File: src/design/lsu_consts.svh
`ifndef LSU_CONSTS_SVH
`define LSU_CONSTS_SVH

// sram depth in 32-bit words.
`define MEM_WORDS 256

// cycles from address acceptance to response valid.
`define MEM_LATENCY 2

// axi response codes.
`define RESP_OKAY 2'b00
`define RESP_SLVERR 2'b10

`endif
File: src/design/lsu_pkg.sv
`default_nettype none

package lsu_pkg;

  typedef logic [31:0] word_t;
  typedef logic [31:0] addr_t;
  typedef logic [3:0] strb_t;

  // 0 byte, 1 half, 2 word.
  typedef logic [2:0] axsize_t;
  typedef logic [1:0] resp_t;

  typedef enum logic [2:0] {
    idle,
    read_addr,
    read_data,
    write,
    write_resp,
    drain
  } lsu_state_e;

endpackage

`default_nettype wire

File: src/design/lsu.sv
`timescale 1ns/1ns
`default_nettype none

`include "lsu_consts.svh"

module lsu (
  input  logic             clock,
  input  logic             arst_n,
  input  logic             ren,
  input  logic             wen,
  input  logic             is_byte,
  input  logic             is_half,
  input  logic             sext,
  input  logic             kill,
  input  lsu_pkg::addr_t   addr,
  input  lsu_pkg::word_t   wsrc,
  input  lsu_pkg::addr_t   exu_pc,
  input  lsu_pkg::word_t   exu_result,
  output logic             busy,
  output lsu_pkg::addr_t   lsu_pc,
  output lsu_pkg::word_t   result,
  output logic             bus_err,
  output logic             arvalid,
  input  logic             arready,
  output lsu_pkg::addr_t   araddr,
  output lsu_pkg::axsize_t arsize,
  input  logic             rvalid,
  output logic             rready,
  input  lsu_pkg::word_t   rdata,
  input  lsu_pkg::resp_t   rresp,
  output logic             awvalid,
  input  logic             awready,
  output lsu_pkg::addr_t   awaddr,
  output lsu_pkg::axsize_t awsize,
  output logic             wvalid,
  input  logic             wready,
  output lsu_pkg::word_t   wdata,
  output lsu_pkg::strb_t   wstrb,
  input  logic             bvalid,
  output logic             bready,
  input  lsu_pkg::resp_t   bresp
);
  import lsu_pkg::*;

  lsu_state_e state;
  addr_t      addr_q;
  axsize_t    size_q;
  axsize_t    req_size;
  logic       sext_q;
  word_t      wsrc_q;
  word_t      load_result;
  logic       req_take;
  logic       ar_hs;
  logic       r_hs;
  logic       aw_hs;
  logic       w_hs;
  logic       b_hs;
  logic       write_done;

  assign req_take   = (state == idle) && (ren || wen) && !kill;
  assign req_size   = is_byte ? axsize_t'(0) : (is_half ? axsize_t'(1) : axsize_t'(2));
  assign ar_hs      = arvalid && arready;
  assign r_hs       = rvalid && rready;
  assign aw_hs      = awvalid && awready;
  assign w_hs       = wvalid && wready;
  assign b_hs       = bvalid && bready;
  assign write_done = (!awvalid || awready) && (!wvalid || wready);

  assign araddr = addr_q;
  assign arsize = size_q;
  assign awaddr = addr_q;
  assign awsize = size_q;

  lsu_align u_align (
    .size        (size_q),
    .offset      (addr_q[1:0]),
    .sext        (sext_q),
    .store_data  (wsrc_q),
    .load_data   (rdata),
    .wdata       (wdata),
    .wstrb       (wstrb),
    .load_result (load_result)
  );

  always_ff @(posedge clock) begin
    if (req_take) begin
      addr_q <= addr;
      size_q <= req_size;
      sext_q <= sext;
      wsrc_q <= wsrc;
    end
  end

  always_ff @(posedge clock or negedge arst_n) begin
    if (!arst_n) begin
      state   <= idle;
      busy    <= 1'b0;
      lsu_pc  <= '0;
      result  <= '0;
      bus_err <= 1'b0;
      arvalid <= 1'b0;
      rready  <= 1'b0;
      awvalid <= 1'b0;
      wvalid  <= 1'b0;
      bready  <= 1'b0;
    end else if (state == idle) begin
      lsu_pc <= exu_pc;
      result <= exu_result;
      if (req_take) begin
        busy <= 1'b1;
        if (ren) begin
          arvalid <= 1'b1;
          state   <= read_addr;
        end else begin
          awvalid <= 1'b1;
          wvalid  <= 1'b1;
          state   <= write;
        end
      end
    end else begin
      // channel bookkeeping shared with drain.
      if (ar_hs) begin
        arvalid <= 1'b0;
        rready  <= 1'b1;
      end
      if (aw_hs) begin
        awvalid <= 1'b0;
      end
      if (w_hs) begin
        wvalid <= 1'b0;
        bready <= 1'b1;
      end
      if (r_hs) begin
        rready <= 1'b0;
      end
      if (b_hs) begin
        bready <= 1'b0;
      end
      if (r_hs || b_hs) begin
        busy  <= 1'b0;
        state <= idle;
      end
      case (state)
        read_addr: if (ar_hs) state <= read_data;
        read_data: begin
          if (r_hs && !kill) begin
            result  <= load_result;
            bus_err <= (rresp == `RESP_SLVERR);
          end
        end
        write: if (write_done) state <= write_resp;
        write_resp: begin
          if (b_hs && !kill) begin
            bus_err <= (bresp == `RESP_SLVERR);
          end
        end
        default: ;
      endcase
      // killed access finishes its bus traffic silently.
      if (kill && !(r_hs || b_hs)) begin
        state <= drain;
      end
    end
  end

  ar_hold: assert property (@(posedge clock) disable iff (!arst_n)
    arvalid && !arready |=> arvalid && $stable(araddr));

  aw_hold: assert property (@(posedge clock) disable iff (!arst_n)
    awvalid && !awready |=> awvalid && $stable(awaddr));

  aw_with_w: assert property (@(posedge clock) disable iff (!arst_n)
    $rose(awvalid) |-> $rose(wvalid));

  // idle means no access and no open channel.
  idle_quiet: assert property (@(posedge clock) disable iff (!arst_n)
    state == idle |-> !busy && !arvalid && !awvalid && !wvalid && !rready && !bready);

endmodule

`default_nettype wire

File: src/design/lsu_align.sv
`timescale 1ns/1ns
`default_nettype none

module lsu_align (
  input  lsu_pkg::axsize_t size,
  input  logic [1:0]       offset,
  input  logic             sext,
  input  lsu_pkg::word_t   store_data,
  input  lsu_pkg::word_t   load_data,
  output lsu_pkg::word_t   wdata,
  output lsu_pkg::strb_t   wstrb,
  output lsu_pkg::word_t   load_result
);
  import lsu_pkg::*;

  logic [4:0] shamt;
  word_t      lane_data;

  assign shamt = {offset, 3'b000};

  // read data moved down to bit 0.
  assign lane_data = load_data >> shamt;

  always_comb begin
    case (size)
      3'd0: begin
        wdata = store_data << shamt;
        wstrb = strb_t'(4'b0001 << offset);
        if (sext) begin
          load_result = {{24{lane_data[7]}}, lane_data[7:0]};
        end else begin
          load_result = {24'b0, lane_data[7:0]};
        end
      end
      3'd1: begin
        wdata = store_data << shamt;
        wstrb = strb_t'(4'b0011 << offset);
        if (sext) begin
          load_result = {{16{lane_data[15]}}, lane_data[15:0]};
        end else begin
          load_result = {16'b0, lane_data[15:0]};
        end
      end
      default: begin
        // full word, no lane shift.
        wdata       = store_data;
        wstrb       = 4'b1111;
        load_result = load_data;
      end
    endcase
  end

endmodule

`default_nettype wire

File: config.mk
export PLATFORM = sky130hd
export DESIGN_NAME = lsu
export DESIGN_NICKNAME = d
export VERILOG_FILES = /design/src/design/lsu_pkg.sv /design/src/design/lsu.sv /design/src/design/lsu_align.sv
export VERILOG_INCLUDE_DIRS = /design/src /design/src/design
export SDC_FILE = /design/constraint.sdc
export NUM_CORES = 1
export LEC_CHECK = 0
export ABC_CLOCK_PERIOD_IN_PS = 3300
export BUFFER_PORTS_ARGS = -buffer_cell sky130_fd_sc_hd__buf_2
export CORE_AREA = 2 2 136 138
export CTS_BUF_LIST = sky130_fd_sc_hd__clkbuf_16
export DETAILED_ROUTE_END_ITERATION = 10
export DIE_AREA = 0 0 138 140
export GPL_TIMING_DRIVEN = 0
export PLACE_DENSITY = 0.73
export SETUP_SLACK_MARGIN = 0.1
export SYNTH_ARGS = -nofsm -noshare
export SYNTH_HDL_FRONTEND = slang
export SYNTH_SLANG_ARGS = --single-unit
File: constraint.sdc
create_clock -name clock -period 3.3 [get_ports clock]
set_input_delay 0.33 -clock clock [delete_from_list [all_inputs] [get_ports clock]]
set_output_delay 0.33 -clock clock [all_outputs]
set_load 0.02 [all_outputs]
Word level (Yosys, flattened, before mapping)
Index checks and enable logic that the tools add are counted.
{"block": "classes", "n_shift": 4, "n_reduce_logical": 39, "n_bitwise": 1, "n_eq_ne": 12, "muxes": 37}
{"cell": "$mux 32", "count": 6}
{"cell": "$pmux 32 s2", "count": 1}
{"cell": "$shl 32x5->32", "count": 1}
{"cell": "$shr 32x5->16", "count": 1}
{"cell": "$mux 1", "count": 19}
{"cell": "$mux 3", "count": 6}
{"cell": "$reduce_bool 2->1", "count": 9}
{"cell": "$logic_and 1x1->1", "count": 11}
{"cell": "$ne 2x2->1 const B", "count": 5}
{"cell": "$reduce_and 3->1", "count": 3}
{"cell": "$pmux 4 s2", "count": 1}
{"cell": "$reduce_and 2->1", "count": 4}
{"cell": "$eq 3x1->1 const B", "count": 2}
{"cell": "$eq 3x2->1 const B", "count": 2}
{"cell": "$logic_not 3->1", "count": 2}
{"cell": "$pmux 3 s2", "count": 1}
{"cell": "$eq 2x2->1 const B", "count": 2}
{"cell": "$logic_not 1->1", "count": 4}
{"cell": "$logic_or 1x1->1", "count": 4}
{"cell": "$mux 2", "count": 2}
{"cell": "$reduce_and 4->1", "count": 1}
{"cell": "$shl 1x2->4 const A", "count": 1}
{"cell": "$shl 2x2->4 const A", "count": 1}
{"cell": "$eq 3x3->1 const B", "count": 1}
{"cell": "3 further kinds", "count": 3}
{"block": "word_totals", "elab_cells": 107, "input_bits": 177, "regBits": 142, "output_inout_bits": 177}

Longest topological paths before layout
{"block": "depth", "depth_word": 7, "mapped_depth": 7, "mapped_depth_nobuf": 4}

Cells and area by module
A second synthesis with hierarchy kept.
{"block": "unflattened", "cells_unflattened": 628, "hier_area_um2": 7299.5}
{"mod": "lsu", "cells_per_inst": 402, "area_per_inst_um2": 5854.4, "instances": 1}
{"mod": "lsu_align", "cells_per_inst": 226, "area_per_inst_um2": 1445.1, "instances": 1}

Least setup slack after synthesis
No wires, ideal clock.
{"block": "synth_path", "path_type": "flip-flop to flip-flop", "startpoint": "register state[0]", "endpoint": "register addr_q[0] (netlist: araddr[0]) (enable)", "slack_ns": 0.146, "arrival_time_ns": 2.733, "required_ns": 2.879, "path_stages_with_launch": 8, "setup_time_ns": 0.421, "path_buffers": 3, "path_cell_list": "dfrtp_1 -> buf_2 -> or3_1 -> clkbuf_1 -> buf_2 -> nor2_1 -> o21ai_1 -> inv_1"}
{"block": "synth_via", "elab_chain_len": 3}
{"element": "from (decl)", "line_no": "lsu.sv:45", "text": "lsu_state_e state;"}
{"element": "from (signal assigned)", "line_no": "lsu.sv:96", "text": "state <= idle;"}
{"element": "from (signal assigned)", "line_no": "lsu.sv:113", "text": "state <= read_addr;"}
{"element": "from (signal assigned)", "line_no": "lsu.sv:117", "text": "state <= write;"}
{"element": "$logic_not 3->1", "line_no": "lsu.sv:60", "text": "assign req_take = (state == idle) && (ren || wen) && !kill;"}
{"element": "$logic_and 1x1->1 (2 in a row)", "line_no": "lsu.sv:60"}
{"element": "via req_take", "line_no": "lsu.sv:52", "text": "logic req_take;"}
{"element": "to (signal assigned)", "line_no": "lsu.sv:87", "text": "addr_q <= addr;"}
{"element": "to (decl)", "line_no": "lsu.sv:46", "text": "addr_t addr_q;"}
The timed path passes the listed nets, and every way through them passes these cells.
A chain may end at the register's enable or synchronous reset.

Worst setup path in the final report
{"block": "layout_path", "startpoint": "register addr_q[0] (netlist: araddr[0])", "endpoint": "output wdata[29]"}
{"block": "layout_via", "elab_chain_len": 2}
{"element": "$shl 32x5->32", "line_no": "lsu_align.sv:27, lsu_align.sv:36"}
{"element": "$mux 32"}
{"element": "to (decl)", "line_no": "lsu.sv:37", "text": "output lsu_pkg::word_t wdata,"}
No other way between the ends.

==> metrics.yaml <==
ys_seq_elements: 141
syn_area_sq_um: 6800
nets: 1203
crit_fanout: 10
fp.coreArea_sq_um: 17800
peakVddDrop_uv: 337
post_synth_num_cell_types: 52
slew_headroom_pct: 23.0
post-route-period-util_pct: 90.0
grt-ovfl-total: 0
cts_max_level: 4
areaGrowthSynthToFinish_pct: 39.6
hold_ws_ns: 0.0732
maxCapViolations: 0
first_global_vias: 6347
postCtsSetupRepairBufs: 0
period_minus_slack_ns: 2.97
end_kind: "primary output"
cp_slowest_cell: "clkbuf_1"
die-area_sq_um: 19300
slowest_delay_ns: 0.46
clk_latency_ns: 0.43
outcome: "completed"
io_pins: 354
layout-drive-gt1-share_pct: 44.1
design_area_sq_um: 9490
final_hold_viol_count: 0
path_delay_family: "buffers and inverters"
cts_buffers: 17
drc: 0
crit_arrival_ns: 2.64
dpl.hpwl_um: 17600
cts_tree: "built"
cp_data_required_time_ns: 2.97
clkTransAtPathRegs_ns: 0.07
dr.pass1.iters: 8
layout_commonest_cell: "buf_2"
grt_setup_unrepaired: "no"
path_class: "reg2out"
cts_resized: 0
synth_edf_count: 67
via_count: 6555
grt_max_degree: 44
ys_seq_area_share_pct: 56.8
cpMostUsedCell: "buf_2"
placed_area_sq_um: 8890
vias_per_cell: 5.16
clock.fmax_mhz: 337
syn_inst: 653
drt-total-wl_um: 22800
avgSynthCellArea_sq_um: 10.4
placedCellCount: 1235
hold_class: "in2reg"
final_cells: 1270
drv_slew: 0
synth_async_sr_flop_share_pct: 52.5
ant_nets: 0
cts.sinks: 141
wl_per_cell_um: 17.9
dieHeight_um: 140
clockRootBuffer: "clkbuf_16"
antenna_found_initial: 2
crit_buf_inv: 4
initial_core_util_pct: 38.3
setup-violations-final: 0
cts_buffer_depth: 2
tightestPinTransition_ns: 1.15
cts_hold_buf: 1
drtIter0Drc: 507
rows: 49
cp_cell_sequence: "buf_2 > buf_2 > clkbuf_1 > a21oi_1 > a222oi_1 > buf_2"
layout_common_cells: "buf_2, nand2_1, dfrtp_1"
grtUsageTotal_pct: 22.9
clock_skew_ns: 0.0127
crit_path_start_kind: "flip-flop"
gp_congestion: 0.903
grt_pass1_wl_um: 34600
die-width_um: 138
ys_warn_count: 0
power.leakage_uw: 0.00452
dominantRegCellSynth: "dfrtp_1"
port-buffer-count: 350
power_density_nw_per_um2: 678
[kinds of logic after synthesis]
family          Yosys count  share of synthesized area [%]
mux                      18                           2.72
simple gates            221                           14.2
other cells               1                         0.0551
buf+inv                  94                           7.54
compound gates          178                           18.7
flops                   141                           56.8
[stage by stage]
step | power (uW) | setup slack [ns] | util [%] | setup TNS (ns)
5_1_grt | 6770 | 0.178 | 53.4 | 0
3_5_place_dp | 4550 | 0.503 | 50.0 | 0
3_3_place_gp | 4490 | -0.653 | 49.7 | -43.31
4_1_cts | 6500 | 0.337 | 53.4 | 0
2_1_floorplan | 3740 | 0.146 | - | 0
6_report | 6440 | 0.329 | 53.4 | 0
[cell usage after synthesis, types with 2 or more instances]
master	instances	area (sq um)
buf_4	36	270
nand3b_1	2	15.0
nand2b_1	9	56.3
o211ai_1	2	15.0
a21oi_1	35	175
o21bai_1	2	15.0
buf_1	7	26.3
dfrtp_1	74	1850
and2_1	9	56.3
a2bb2oi_1	7	61.3
a31oi_1	12	75.1
a222oi_1	9	90.1
a211o_1	2	17.5
o2111ai_1	3	26.3
inv_1	13	48.8
o21ai_0	20	100
a21o_1	2	15.0
o22ai_1	26	163
o21ai_1	9	45.0
a31oi_2	10	125
nor3_1	5	25.0
o221ai_1	3	26.3
nor2_1	24	90.1
nand2_1	152	571
clkbuf_1	23	86.3
edfxtp_1	67	2010
buf_2	14	70.1
a22oi_1	27	203
a211oi_2	2	25.0
nor2b_1	9	56.3
mux2_2	4	45.0
mux2i_1	14	140
[cell type report]
class	instances	area, sq um
Clock inverter	15	168
Antenna cell	2	5.00
Multi-Input combinational cell	419	2430
Inverter	13	48.8
Buffer	81	464
Sequential cell	141	3860
Clock buffer	17	425
Tap cell	229	287
Timing Repair Buffer	353	1800
Fill cell	1608	8290
[power breakdown]
part / internal, uW / switching (uW)
clock network: 1080 / 856
logic: 708 / 1260
registers: 2290 / 233
total: 4080 / 2350
[worst paths after layout]
kind / from / endpoint / slack, ns / depth (start not counted)
hold reg to reg: lsu_pc[13] / lsu_pc[13] / 0.47 / 2
setup reg to reg: state[0] / araddr[0] / 0.51 / 8
min in group asynchronous: arst_n / lsu_pc[21] / 0.41 / 2
hold / removal: addr[15] / araddr[15] / 0.07 / 1
setup / recovery: araddr[0] / wdata[29] / 0.33 / 6
max in group asynchronous: arst_n / result[26] / 2.30 / 3
[registers in the layout, summed over array words and instances, names as in the netlist]
signal   count
bready       1
arvalid      1
result      32
araddr      32
lsu_pc      32
bus_err      1
sext_q       1
arsize       2
awvalid      1
busy         1
state        3
wvalid       1
rready       1
wsrc_q      32
[layer usage]
| layer | vias up | share of wire [%] | track usage [%] |
|---|---|---|---|
| li1 | 3062 | - | - |
| met1 | 3105 | 39 | 28.4 |
| met2 | 365 | 51 | 39.6 |
| met3 | 23 | 8.3 | 5.61 |
| met4 | 0 | 1.4 | 7.41 |
| met5 | - | 0 | 0 |
Note: power is estimated with default switching activity, not from simulation.
